$ cat src/hdl/gf_pkg.sv
`default_nettype none

package gf_pkg;

  // ~~~~~~~~~~~~~~~~~~~~~~~~~~~~~~
  // lane geometry
  // ~~~~~~~~~~~~~~~~~~~~~~~~~~~~~~
  localparam int LANE_W    = 6;
  localparam int NUM_LANES = 6;
  localparam int STATE_W   = NUM_LANES * LANE_W;

  // GF(4) digit, normal basis
  typedef logic [1:0] gf4_t;

  // GF(2^6) as three GF(4) digits, digit k at bits 2k+1:2k
  typedef logic [LANE_W-1:0] gf64_t;

  // ~~~~~~~~~~~~~~~~~~~~~~~~~~~~~~
  // GF(4) base operations
  // ~~~~~~~~~~~~~~~~~~~~~~~~~~~~~~

  // squaring swaps the two normal basis coordinates
  function automatic gf4_t gf4_square(gf4_t a);
    return {a[0], a[1]};
  endfunction

  function automatic gf4_t gf4_add(gf4_t a, gf4_t b);
    return a ^ b;
  endfunction

  function automatic gf4_t gf4_mul(gf4_t a, gf4_t b);
    logic t;
    t = (a[0] & b[1]) ^ (a[1] & b[0]);
    return {(a[0] & b[0]) ^ t, (a[1] & b[1]) ^ t};
  endfunction

  // a^3 * b, where a^3 is one for any nonzero a
  function automatic gf4_t gf4_cube_scale(gf4_t a, gf4_t b);
    logic t;
    t = a[0] ^ (~a[0] & a[1]);
    return {t & b[1], t & b[0]};
  endfunction

endpackage

`default_nettype wire

$ cat src/hdl/layer_pkg.sv
`default_nettype none

package layer_pkg;

  localparam int TAG_W = 4;

  // ~~~~~~~~~~~~~~~~~~~~~~~~~~~~~~
  // command interface
  // ~~~~~~~~~~~~~~~~~~~~~~~~~~~~~~
  typedef enum logic [0:0] {
    OP_SET_KEY = 1'b0,
    OP_SUBST   = 1'b1
  } op_t;

  typedef logic [gf_pkg::STATE_W-1:0] state_t;

  typedef struct packed {
    op_t              op;
    logic [TAG_W-1:0] tag;
    state_t           data;
  } cmd_t;

  // ~~~~~~~~~~~~~~~~~~~~~~~~~~~~~~
  // between layer stages
  // ~~~~~~~~~~~~~~~~~~~~~~~~~~~~~~
  typedef struct packed {
    logic                      valid;
    logic [TAG_W-1:0]          tag;
    logic [gf_pkg::LANE_W-1:0] value;
  } lane_in_t;

  typedef struct packed {
    logic                      valid;
    logic [gf_pkg::LANE_W-1:0] value;
  } lane_out_t;

  typedef struct packed {
    logic [TAG_W-1:0] tag;
    state_t           state;
  } result_t;

endpackage

`default_nettype wire

$ cat src/hdl/gf64_pow13.sv
`timescale 1ns/1ps
`default_nettype none

module gf64_pow13 (
  input  gf_pkg::gf64_t a,
  output gf_pkg::gf64_t b
);

  import gf_pkg::*;

  // input digits and their squares
  gf4_t x0;
  gf4_t x1;
  gf4_t x2;
  gf4_t sq0;
  gf4_t sq1;
  gf4_t sq2;

  // cube scaled terms
  gf4_t cs01;
  gf4_t cs02;
  gf4_t cs10;
  gf4_t cs12;
  gf4_t cs20;
  gf4_t cs21;

  // square cross products
  gf4_t sp01;
  gf4_t sp02;
  gf4_t sp12;

  // plain cross products and their weighted forms
  gf4_t p12;
  gf4_t p02;
  gf4_t p01;
  gf4_t w0;
  gf4_t w1;
  gf4_t w2;

  gf4_t d0;
  gf4_t d1;
  gf4_t d2;

  assign x0 = a[1:0];
  assign x1 = a[3:2];
  assign x2 = a[5:4];

  assign sq0 = gf4_square(x0);
  assign sq1 = gf4_square(x1);
  assign sq2 = gf4_square(x2);

  assign cs01 = gf4_cube_scale(x0, x1);
  assign cs02 = gf4_cube_scale(x0, x2);
  assign cs10 = gf4_cube_scale(x1, x0);
  assign cs12 = gf4_cube_scale(x1, x2);
  assign cs20 = gf4_cube_scale(x2, x0);
  assign cs21 = gf4_cube_scale(x2, x1);

  assign sp01 = gf4_mul(sq0, sq1);
  assign sp02 = gf4_mul(sq0, sq2);
  assign sp12 = gf4_mul(sq1, sq2);

  assign p12 = gf4_mul(x1, x2);
  assign p02 = gf4_mul(x0, x2);
  assign p01 = gf4_mul(x0, x1);
  assign w0  = gf4_mul(sq0, p12);
  assign w1  = gf4_mul(sq1, p02);
  assign w2  = gf4_mul(sq2, p01);

  // ~~~~~~~~~~~~~~~~~~~~~~~~~~~~~~
  // output digit accumulation
  // ~~~~~~~~~~~~~~~~~~~~~~~~~~~~~~
  assign d0 = gf4_add(gf4_add(gf4_add(gf4_add(x0, x1), gf4_add(cs10, cs12)),
                              gf4_add(gf4_add(cs20, sp01), gf4_add(sp02, w0))),
                      w2);

  assign d1 = gf4_add(gf4_add(gf4_add(gf4_add(x1, x2), gf4_add(cs01, cs20)),
                              gf4_add(gf4_add(cs21, sp01), gf4_add(sp12, w0))),
                      w1);

  assign d2 = gf4_add(gf4_add(gf4_add(gf4_add(x0, x2), gf4_add(cs01, cs02)),
                              gf4_add(gf4_add(cs12, sp02), gf4_add(sp12, w1))),
                      w2);

  assign b = {d2, d1, d0};

endmodule

`default_nettype wire

$ cat src/hdl/sbox_lane.sv
`timescale 1ns/1ps
`default_nettype none

module sbox_lane (
  input  logic                 clk,
  input  logic                 reset,
  input  layer_pkg::lane_in_t  lane_in,
  output layer_pkg::lane_out_t lane_out
);

  import gf_pkg::*;

  gf64_t x;
  gf64_t z;
  gf64_t w;
  gf64_t p;
  gf64_t y;
  logic  affine_bit;

  logic  valid_q;
  gf64_t value_q;

  assign x = lane_in.value;

  // ~~~~~~~~~~~~~~~~~~~~~~~~~~~~~~
  // into the tower basis
  // ~~~~~~~~~~~~~~~~~~~~~~~~~~~~~~
  assign z[0] = x[0] ^ x[1] ^ x[2] ^ x[5];
  assign z[1] = x[0] ^ x[3];
  assign z[2] = x[0] ^ x[2] ^ x[4] ^ x[5];
  assign z[3] = x[0] ^ x[1];
  assign z[4] = x[0] ^ x[5];
  assign z[5] = x[0] ^ x[4] ^ x[5];

  gf64_pow13 u_pow13 (
    .a (z),
    .b (w)
  );

  // back to the polynomial basis
  assign p[0] = w[2] ^ w[4];
  assign p[1] = w[0] ^ w[1] ^ w[2] ^ w[4];
  assign p[2] = w[0];
  assign p[3] = w[2] ^ w[3] ^ w[4];
  assign p[4] = w[1] ^ w[5];
  assign p[5] = w[1] ^ w[2] ^ w[3] ^ w[4];

  // affine step depends on the raw input
  assign affine_bit = x[2] ^ x[4];
  assign y          = p ^ {LANE_W{affine_bit}};

  always_ff @(posedge clk) begin
    if (reset) begin
      valid_q <= 1'b0;
    end else begin
      valid_q <= lane_in.valid;
    end
  end

  always_ff @(posedge clk) begin
    if (lane_in.valid) begin
      value_q <= y;
    end
  end

  assign lane_out = '{valid: valid_q, value: value_q};

  a_valid_follows: assert property (
    @(posedge clk) disable iff (reset)
    lane_in.valid |=> lane_out.valid && !$isunknown(lane_out.value)
  ) else $error("sbox_lane: valid input gave no known output value");

endmodule

`default_nettype wire

$ cat src/hdl/key_mixer.sv
`timescale 1ns/1ps
`default_nettype none

module key_mixer (
  input  logic                                            clk,
  input  logic                                            reset,
  input  logic                                            cmd_strobe,
  input  layer_pkg::cmd_t                                 cmd,
  output layer_pkg::lane_in_t [gf_pkg::NUM_LANES-1:0]     lanes,
  output logic                [layer_pkg::TAG_W-1:0]      tag
);

  import gf_pkg::*;
  import layer_pkg::*;

  state_t           key_q;
  state_t           mixed_q;
  logic             valid_q;
  logic [TAG_W-1:0] tag_q;

  // ~~~~~~~~~~~~~~~~~~~~~~~~~~~~~~
  // round key
  // ~~~~~~~~~~~~~~~~~~~~~~~~~~~~~~
  always_ff @(posedge clk) begin
    if (reset) begin
      key_q <= '0;
    end else if (cmd_strobe && cmd.op == OP_SET_KEY) begin
      key_q <= cmd.data;
    end
  end

  always_ff @(posedge clk) begin
    if (reset) begin
      valid_q <= 1'b0;
    end else begin
      valid_q <= cmd_strobe && (cmd.op == OP_SUBST);
    end
  end

  // key xor, captured only for substitutions
  always_ff @(posedge clk) begin
    if (cmd_strobe && cmd.op == OP_SUBST) begin
      mixed_q <= cmd.data ^ key_q;
      tag_q   <= cmd.tag;
    end
  end

  // ~~~~~~~~~~~~~~~~~~~~~~~~~~~~~~
  // lane split
  // ~~~~~~~~~~~~~~~~~~~~~~~~~~~~~~
  always_comb begin
    for (int i = 0; i < NUM_LANES; i++) begin
      lanes[i].valid = valid_q;
      lanes[i].tag   = tag_q;
      lanes[i].value = mixed_q[i*LANE_W +: LANE_W];
    end
  end

  assign tag = tag_q;

  a_known_op: assert property (
    @(posedge clk) disable iff (reset)
    cmd_strobe |-> !$isunknown(cmd.op) && (cmd.op inside {OP_SET_KEY, OP_SUBST})
  ) else $error("key_mixer: strobed command carries an unknown op");

endmodule

`default_nettype wire

$ cat src/hdl/lane_collector.sv
`timescale 1ns/1ps
`default_nettype none

module lane_collector (
  input  logic                                         clk,
  input  logic                                         reset,
  input  layer_pkg::lane_out_t [gf_pkg::NUM_LANES-1:0] lanes,
  input  logic                 [layer_pkg::TAG_W-1:0]  tag,
  output logic                                         res_strobe,
  output layer_pkg::result_t                           res
);

  import gf_pkg::*;
  import layer_pkg::*;

  logic [NUM_LANES-1:0] lane_valid;
  state_t               lane_state;
  logic [TAG_W-1:0]     tag_q;
  logic                 strobe_q;
  result_t              res_q;

  always_comb begin
    for (int i = 0; i < NUM_LANES; i++) begin
      lane_valid[i]                   = lanes[i].valid;
      lane_state[i*LANE_W +: LANE_W]  = lanes[i].value;
    end
  end

  // tag rides alongside the lane stage
  always_ff @(posedge clk) begin
    tag_q <= tag;
  end

  // ~~~~~~~~~~~~~~~~~~~~~~~~~~~~~~
  // result register
  // ~~~~~~~~~~~~~~~~~~~~~~~~~~~~~~
  always_ff @(posedge clk) begin
    if (reset) begin
      strobe_q <= 1'b0;
    end else begin
      strobe_q <= lane_valid[0];
    end
  end

  always_ff @(posedge clk) begin
    if (lane_valid[0]) begin
      res_q <= '{tag: tag_q, state: lane_state};
    end
  end

  assign res_strobe = strobe_q;
  assign res        = res_q;

  a_lanes_agree: assert property (
    @(posedge clk) disable iff (reset)
    (lane_valid == '0) || (lane_valid == '1)
  ) else $error("lane_collector: lane valids disagree");

endmodule

`default_nettype wire

$ cat src/hdl/sbox_layer_top.sv
`timescale 1ns/1ps
`default_nettype none

module sbox_layer_top (
  input  logic               clk,
  input  logic               reset,
  input  logic               cmd_strobe,
  input  layer_pkg::cmd_t    cmd,
  output logic               res_strobe,
  output layer_pkg::result_t res
);

  import gf_pkg::*;
  import layer_pkg::*;

  lane_in_t  [NUM_LANES-1:0] lane_in;
  lane_out_t [NUM_LANES-1:0] lane_out;
  logic      [TAG_W-1:0]     mix_tag;

  key_mixer u_mixer (
    .clk        (clk),
    .reset      (reset),
    .cmd_strobe (cmd_strobe),
    .cmd        (cmd),
    .lanes      (lane_in),
    .tag        (mix_tag)
  );

  // one S-box per lane
  for (genvar i = 0; i < NUM_LANES; i++) begin : g_lane
    sbox_lane u_lane (
      .clk      (clk),
      .reset    (reset),
      .lane_in  (lane_in[i]),
      .lane_out (lane_out[i])
    );
  end

  lane_collector u_collector (
    .clk        (clk),
    .reset      (reset),
    .lanes      (lane_out),
    .tag        (mix_tag),
    .res_strobe (res_strobe),
    .res        (res)
  );

endmodule

`default_nettype wire

$ cat config.mk
export PLATFORM = sky130hd
export DESIGN_NAME = sbox_layer_top
export DESIGN_NICKNAME = d
export VERILOG_FILES = /design/src/hdl/gf_pkg.sv /design/src/hdl/layer_pkg.sv /design/src/hdl/gf64_pow13.sv /design/src/hdl/sbox_lane.sv /design/src/hdl/key_mixer.sv /design/src/hdl/lane_collector.sv /design/src/hdl/sbox_layer_top.sv
export SDC_FILE = /design/constraint.sdc
export NUM_CORES = 1
export LEC_CHECK = 0
export BUFFER_PORTS_ARGS = -buffer_cell sky130_fd_sc_hd__buf_2
export CORE_MARGIN = 3
export CORE_UTILIZATION = 52
export CTS_CLUSTER_SIZE = 40
export DETAILED_ROUTE_END_ITERATION = 12
export PLACE_DENSITY_LB_ADDON = 0.08
export SYNTH_ARGS = -nofsm -noshare
export SYNTH_HDL_FRONTEND = slang
export SYNTH_SLANG_ARGS = --single-unit
$ cat constraint.sdc
create_clock -name clk -period 7.35 [get_ports clk]
set_clock_uncertainty 0.2 [all_clocks]
set_input_delay 1.1025 -clock clk [delete_from_list [all_inputs] [get_ports clk]]
set_output_delay 1.1025 -clock clk [all_outputs]
set_load 0.005 [all_outputs]
==> impl_metrics.tcl, run 1 <==
set metrics [dict create \
    power_density_nw_per_um2 287 \
    synth.lib_cells_used.distinct 100 \
    final_common_cell "sky130_fd_sc_hd__xnor2_1" \
    cts.root.buffer_cell "sky130_fd_sc_hd__clkbuf_16" \
    critical_path.startpoint_type "flop" \
    achievable-frequency_mhz 220 \
    post_layout_utilization_of_the_core 0.576 \
    cts.sinks 159 \
    cp_data_required_time_ns 7.35 \
    netlist_instances 1617 \
    synthesis.yosys.warnings 0 \
    setup_violations 0 \
    drive_above_1_share 0.127 \
    grt_pass1_wl_um 53100 \
    vdd.ir_drop.worst_v 0.000198 \
    avgSynthCellArea_um2 9.03 \
    layout-area-overhead-vs-synth_pct 7.44 \
    antenna_left 0 \
    finalMaxSlewViolations 0 \
    global_route.overflow_total 0 \
    die_height_um 174 \
    initial_antenna_violation_count 1 \
    placeable_area_um2 27300 \
    floorplan.rows 60 \
    postSynth.asyncResetShare 0 \
    cts_resized 0 \
    worst-slew-pin-transition_ns 1.06 \
    place.gp.congestion 0.841 \
    ctsLongestPathBuffers 2 \
    clock_latency_ns 0.45 \
    post_drt_wl_per_cell_um 16.2 \
    max_cap_violations 0 \
    pin_count 85 \
    hpwl_um 21800 \
    synth-seq-cells 159 \
    fp.dieArea_um2 30100 \
    cts.htree.levels 4 \
    detail_route.iter0.violations 792 \
    timing.critical_path.arrival_ns 4.55 \
    detail_route.wirelength_um 32500 \
    floorplan.initialDensity 0.536 \
    grt_pass1_vias 10443 \
    number_of_buffers_added_on_ports 84 \
    worst_setup_hold_path_clk_slew_ns 0.08 \
    mostFrequentLayoutCells "sky130_fd_sc_hd__xnor2_1, sky130_fd_sc_hd__nand2_1, sky130_fd_sc_hd__edfxtp_1" \
    final_nets 1701 \
    fillerInstances 2446 \
    power.total_uw 4500 \
    post_drt_via_cell_ratio 5.70 \
    synth_flop_cell "sky130_fd_sc_hd__edfxtp_1" \
    finalHoldViolations 0 \
    share_of_synthesized_area_occupied_by_flip_flops_and_latches 0.298 \
    synth_edf_count 116 \
    worst-path-max-fanout 39 \
    grt_start_max_net_pins 42 \
    tritoncts.num_buffers 17 \
    finalWorstPathRequiredPeriod_ns 4.55 \
    setup_tns_after_final_layout_ns 0 \
    tritoncts_clock_tree "built" \
    postCtsHoldBufs 0 \
    timing.final.crit_share 0.619 \
    post-route-drc-count 0 \
    grt_setup_unrepaired "no" \
    postCtsSetupBuffers 0 \
    crit_type "flop to flop" \
    max_slew_margin 0.295 \
    drtPass1Iterations 5 \
    syn_nets 1697 \
    min-delay-path-class "flop to flop" \
    setup.worst_path.end_class "flop" \
    run_status "complete, no violations" \
    holdWs_ns 0.145 \
    grt.total_usage 0.210 \
    total_leakage_power_uw 0.00585 \
    fp.dieW_um 174 \
    via_count 11454 \
    synth.cell_area_um2 14600 \
]
==> Yosys cell counts (7+ instances only) <==
cell type	n	share of area
sky130_fd_sc_hd__buf_2	60	0.021
sky130_fd_sc_hd__o221ai_1	11	0.0066
sky130_fd_sc_hd__nand2b_1	24	0.010
sky130_fd_sc_hd__and2_1	11	0.0047
sky130_fd_sc_hd__inv_1	42	0.011
sky130_fd_sc_hd__a22oi_1	15	0.0077
sky130_fd_sc_hd__o21ai_1	9	0.0031
sky130_fd_sc_hd__o22ai_1	29	0.012
sky130_fd_sc_hd__dfxtp_1	43	0.059
sky130_fd_sc_hd__a21o_1	7	0.0036
sky130_fd_sc_hd__ha_1	36	0.031
sky130_fd_sc_hd__a211o_1	9	0.0054
sky130_fd_sc_hd__a21oi_1	106	0.036
sky130_fd_sc_hd__nor3b_1	15	0.0077
sky130_fd_sc_hd__or3b_1	8	0.0048
sky130_fd_sc_hd__o21ai_0	109	0.037
sky130_fd_sc_hd__o211ai_1	20	0.010
sky130_fd_sc_hd__nand2_1	133	0.034
sky130_fd_sc_hd__xnor2_1	205	0.12
sky130_fd_sc_hd__nor2b_1	54	0.023
sky130_fd_sc_hd__xnor2_2	7	0.0078
sky130_fd_sc_hd__nand3_1	29	0.0099
sky130_fd_sc_hd__buf_4	10	0.0051
sky130_fd_sc_hd__a32oi_1	9	0.0054
sky130_fd_sc_hd__edfxtp_1	116	0.24
sky130_fd_sc_hd__nand3b_1	8	0.0041
sky130_fd_sc_hd__nor2_1	76	0.020
sky130_fd_sc_hd__buf_1	15	0.0039
sky130_fd_sc_hd__a31oi_1	12	0.0051
sky130_fd_sc_hd__and3b_1	11	0.0066
sky130_fd_sc_hd__clkbuf_1	40	0.010
sky130_fd_sc_hd__inv_2	9	0.0023
sky130_fd_sc_hd__xnor3_1	21	0.032
sky130_fd_sc_hd__a221oi_1	8	0.0048
sky130_fd_sc_hd__nor3_1	16	0.0055
sky130_fd_sc_hd__xor2_1	99	0.059
sky130_fd_sc_hd__and3_1	9	0.0039
sky130_fd_sc_hd__or3_1	10	0.0043
sky130_fd_sc_hd__a211oi_1	19	0.0098
sky130_fd_sc_hd__a21boi_0	9	0.0046
sky130_fd_sc_hd__mux2i_1	16	0.011
==> kinds of logic after synthesis <==
| group | synth area share |
|---|---|
| multiplexers | 0.0251 |
| XOR/XNOR | 0.240 |
| AND/OR/NAND/NOR | 0.156 |
| flip-flops | 0.298 |
| buffers and inverters | 0.0548 |
| AO/OA/AOI/OAI | 0.195 |
| adder cells (fa/ha/maj) | 0.0315 |
==> critical path: stages (launching register included) <==
cell and delay [ns]:
sky130_fd_sc_hd__edfxtp_1 0.35, sky130_fd_sc_hd__buf_4 0.26, sky130_fd_sc_hd__xnor2_1 0.39, sky130_fd_sc_hd__clkinv_1 0.31
sky130_fd_sc_hd__xnor2_1 0.49, sky130_fd_sc_hd__ha_1 0.30, sky130_fd_sc_hd__nor2_1 0.05, sky130_fd_sc_hd__a221oi_1 0.44
sky130_fd_sc_hd__and2_1 0.27, sky130_fd_sc_hd__xnor2_1 0.10, sky130_fd_sc_hd__xnor2_1 0.25, sky130_fd_sc_hd__xnor2_2 0.17
sky130_fd_sc_hd__xor2_1 0.27, sky130_fd_sc_hd__xor3_1 0.45
==> state kept, by name, summed over array words and instances, names as in the netlist <==
name                    count
u_collector.res            40
g_lane.u_lane.value_q      36
u_mixer.key_q              36
u_mixer.mixed_q            36
u_collector.tag_q           4
u_mixer.tag                 4
g_lane.u_lane.valid_q       1
u_collector.res_strobe      1
u_mixer.valid_q             1
==> power breakdown <==
group | internal, uW | total (uW) | switching [uW] | leakage, uW
logic | 1200 | 2270 | 1060 | 0.00415
clock network | 477 | 904 | 426 | 0.000275
registers | 1270 | 1320 | 56.4 | 0.00142
total | 2950 | 4500 | 1550 | 0.00585
==> cell type report <==
cell class / count / area, um2 / area share
clock buffers: 17 / 425 / 0.0271
clock inverters: 15 / 153 / 0.00973
diodes: 2 / 5.00 / 0.000319
well taps: 372 / 465 / 0.0297
flip-flops and latches: 159 / 4350 / 0.277
inverters: 52 / 195 / 0.0124
multi-input cells: 1279 / 9470 / 0.603
repair buffers: 112 / 631 / 0.0402
==> final timing paths <==
kind                                 start  cells after the start  slack (ns)                                     to
max          u_mixer.mixed_q[18]$_DFFE_PP_                     13        2.80  g_lane[3].u_lane.value_q[5]$_DFFE_PP_
min               u_mixer.tag[3]$_DFFE_PP_                      0        0.15           u_collector.tag_q[3]$_DFF_P_
max reg2reg  u_mixer.mixed_q[18]$_DFFE_PP_                     13        2.80  g_lane[3].u_lane.value_q[5]$_DFFE_PP_
min reg2reg       u_mixer.tag[3]$_DFFE_PP_                      0        0.15           u_collector.tag_q[3]$_DFF_P_
==> routing by layer <==
layer	vias to the layer above	share of wire	global-route usage	wire length, um
met5	-	0	0	0
met4	0	0.016	0.0597	517
met3	22	0.034	0.0272	1090
met2	237	0.47	0.339	15200
met1	5403	0.48	0.299	15600
li1	5792	-	-	-
==> stage by stage <==
| stage | std cells | setup slack, ns | cell area [um2] |
|---|---|---|---|
| floorplan | 1617 | 3.12 | 14600 |
| CTS | 2006 | 2.84 | 15700 |
| global route | 2007 | 2.35 | 15700 |
| detailed placement | 1974 | 2.83 | 15100 |
| global placement | 1974 | 3.01 | 15100 |
| finish | 2008 | 2.80 | 15700 |
(Power assumes the default switching activity.)
==> inputs of run 2 (changes only) <==
==> constraint.sdc (replaced) <==
create_clock -name clk -period 4.1 [get_ports clk]
set_clock_uncertainty 0.2 [all_clocks]
set_input_delay 0.615 -clock clk [delete_from_list [all_inputs] [get_ports clk]]
set_output_delay 0.615 -clock clk [all_outputs]
set_load 0.005 [all_outputs]
==> impl_metrics.tcl, run 2 (synthesis gave the netlist of run 1 again) <==
set metrics [dict create \
    run_status "complete, no violations" \
    regToRegStartpoint "u_mixer.mixed_q[18]$_DFFE_PP_" \
    antenna_cells 0 \
    place.gp.congestion 0.862 \
    vdd.ir_drop.worst_v 0.000395 \
    combPwrFrac 0.510 \
    setup.worst_path.end_class "flop" \
    ctsLongestPathBuffers 2 \
    cp_data_required_time_ns 4.08 \
    drive_above_1_share 0.153 \
    detail_route.wirelength_um 33800 \
    cts.sinks 159 \
    total_leakage_power_uw 0.00611 \
    power_frac_clock 0.200 \
    mostFrequentLayoutCells "sky130_fd_sc_hd__xnor2_1, sky130_fd_sc_hd__nand2_1, sky130_fd_sc_hd__edfxtp_1" \
    fp.dieArea_um2 30100 \
    power_density_nw_per_um2 508 \
    detail_route.iter0.violations 823 \
    setup_violations 0 \
    via_count 11699 \
    cts.htree.levels 4 \
    finalHoldViolations 0 \
    power.total_uw 8170 \
    number_of_cells_on_the_worst_hold_path 0 \
    grt_setup_unrepaired "no" \
    worst-slew-pin-transition_ns 1.14 \
    max_cap_violations 0 \
    hold_end "u_collector.tag_q[0]$_DFF_P_" \
    power_switching_uw 2780 \
    ff2ff_setup_slack_ns 0.22 \
    grt.total_usage 0.222 \
    share_seq_of_total_power 0.290 \
    floorplan.initialDensity 0.536 \
    critical_path.cell_chain "xor2_1 -> xnor2_1 -> inv_1 -> ha_1 -> xor2_1 -> xnor3_1 -> xnor2_1 -> xnor2_1 -> xnor2_2 -> xor2_1 -> xor3_1" \
    floorplan.rows 60 \
    hpwl_um 23800 \
    tritoncts_clock_tree "built" \
    min-delay-path-class "flop to flop" \
    achievable-frequency_mhz 258 \
    grt_pass1_wl_um 55700 \
    worst_setup_hold_path_clk_slew_ns 0.07 \
    number_of_buffers_added_on_ports 84 \
    critical_path.startpoint_type "flop" \
    die_height_um 174 \
    placeable_area_um2 27300 \
    largest_reg_flops 40 \
    postCtsHoldBufs 0 \
    finalWorstPathRequiredPeriod_ns 3.88 \
    global_route.overflow_total 0 \
    power_switching_share 0.340 \
    worst-path-max-fanout 8 \
    critPathMaxStageDelay_ns 0.50 \
    grt_pass1_vias 10892 \
    post-route-drc-count 0 \
    cp_slowest_cell "sky130_fd_sc_hd__edfxtp_1" \
    final_common_cell "sky130_fd_sc_hd__xnor2_1" \
    clock_latency_ns 0.43 \
    setup_tns_after_final_layout_ns 0 \
    fp.dieW_um 174 \
    max_slew_margin 0.241 \
    timing.final.crit_share 0.947 \
    post_drt_via_cell_ratio 5.69 \
    critical_path.top_delay_family "XOR/XNOR gates" \
    post_drt_wl_per_cell_um 16.4 \
    final_nets 1752 \
    drtPass1Iterations 5 \
    antenna_left 0 \
    hold_start "u_mixer.tag[0]$_DFFE_PP_" \
    initial_antenna_violation_count 0 \
    tritoncts.num_buffers 17 \
    layout-area-overhead-vs-synth_pct 10.2 \
    internal_power_uw 5400 \
    timing.critical_path.arrival_ns 3.86 \
    grt_start_max_net_pins 40 \
    combined_buffer_and_inverter_count_along_the_critical_path 1 \
    pin_count 85 \
    crit_type "flop to flop" \
    cts.root.buffer_cell "sky130_fd_sc_hd__clkbuf_16" \
    finalMaxSlewViolations 0 \
    worstRegToRegCells 11 \
    worstReg2RegEnd "g_lane[3].u_lane.value_q[5]$_DFFE_PP_" \
]
-- run 2: cell types whose count changed in the layout (fill, tap and decap cells not counted), sizes merged --
cell,previous run,this run
buf,112,163
inv,57,56
diode,2,0
clkinvlp,3,2
bufinv,1,2
-- run 2: metal layers --
layer / track usage / wire (um) / part of all wire
met2: 0.379 / 16400 / 0.49
met1: 0.298 / 15400 / 0.46
met5: 0 / 0 / 0
met3: 0.0337 / 1440 / 0.043
met4: 0.0523 / 474 / 0.014
-- run 2: repair_timing --
| action | in CTS | in global routing |
|---|---|---|
| buffers inserted | 0 | 0 |
| endpoints found under the setup margin | 0 | 2 |
| resized for setup | 0 | 1 |
-- run 2: stage by stage --
stage          hold WS [ns]  std cells  utilization  instance area (um2)  worst slack [ns]
3_5_place_dp          0.127       2025        0.569                15500             0.209
2_1_floorplan         0.123       1617            -                14600           0.00587
3_3_place_gp          0.124       2025        0.569                15500             0.319
5_1_grt               0.154       2056        0.590                16100           0.00176
6_report              0.146       2056        0.590                16100             0.218
4_1_cts               0.148       2056        0.590                16100             0.193
-- run 2: worst max-delay path by stage --
stage	start	end	slack, ns	cells past startpoint
floorplan	u_mixer.mixed_q[23]$_DFFE_PP_	g_lane[3].u_lane.value_q[5]$_DFFE_PP_	0.006	14
global placement	u_mixer.mixed_q[35]$_DFFE_PP_	g_lane[5].u_lane.value_q[5]$_DFFE_PP_	0.32	13
detailed placement	u_mixer.mixed_q[35]$_DFFE_PP_	g_lane[5].u_lane.value_q[5]$_DFFE_PP_	0.21	13
CTS	u_mixer.mixed_q[35]$_DFFE_PP_	g_lane[5].u_lane.value_q[5]$_DFFE_PP_	0.19	13
global route	u_mixer.mixed_q[35]$_DFFE_PP_	g_lane[5].u_lane.value_q[5]$_DFFE_PP_	0.002	14
finish	u_mixer.mixed_q[18]$_DFFE_PP_	g_lane[3].u_lane.value_q[5]$_DFFE_PP_	0.22	11
-- run 2: final cells by class --
cell class	instances	area, um2
inverters	52	195
multi-input cells	1279	9470
clock buffers	17	425
well taps	372	465
fillers	2448	11200
clock inverters	14	158
repair buffers	163	1030
flip-flops and latches	159	4350
-- run 2: power groups by stage --
| stage | registers, uW | logic (uW) | clock network [uW] |
|---|---|---|---|
| after global placement | 2400 | 4090 | 0 |
| after global routing | 2390 | 4580 | 1750 |
| after detailed placement | 2410 | 4170 | 0 |
| after floorplan | 2360 | 3530 | 0 |
| after CTS | 2370 | 4190 | 1690 |
| final | 2370 | 4170 | 1640 |
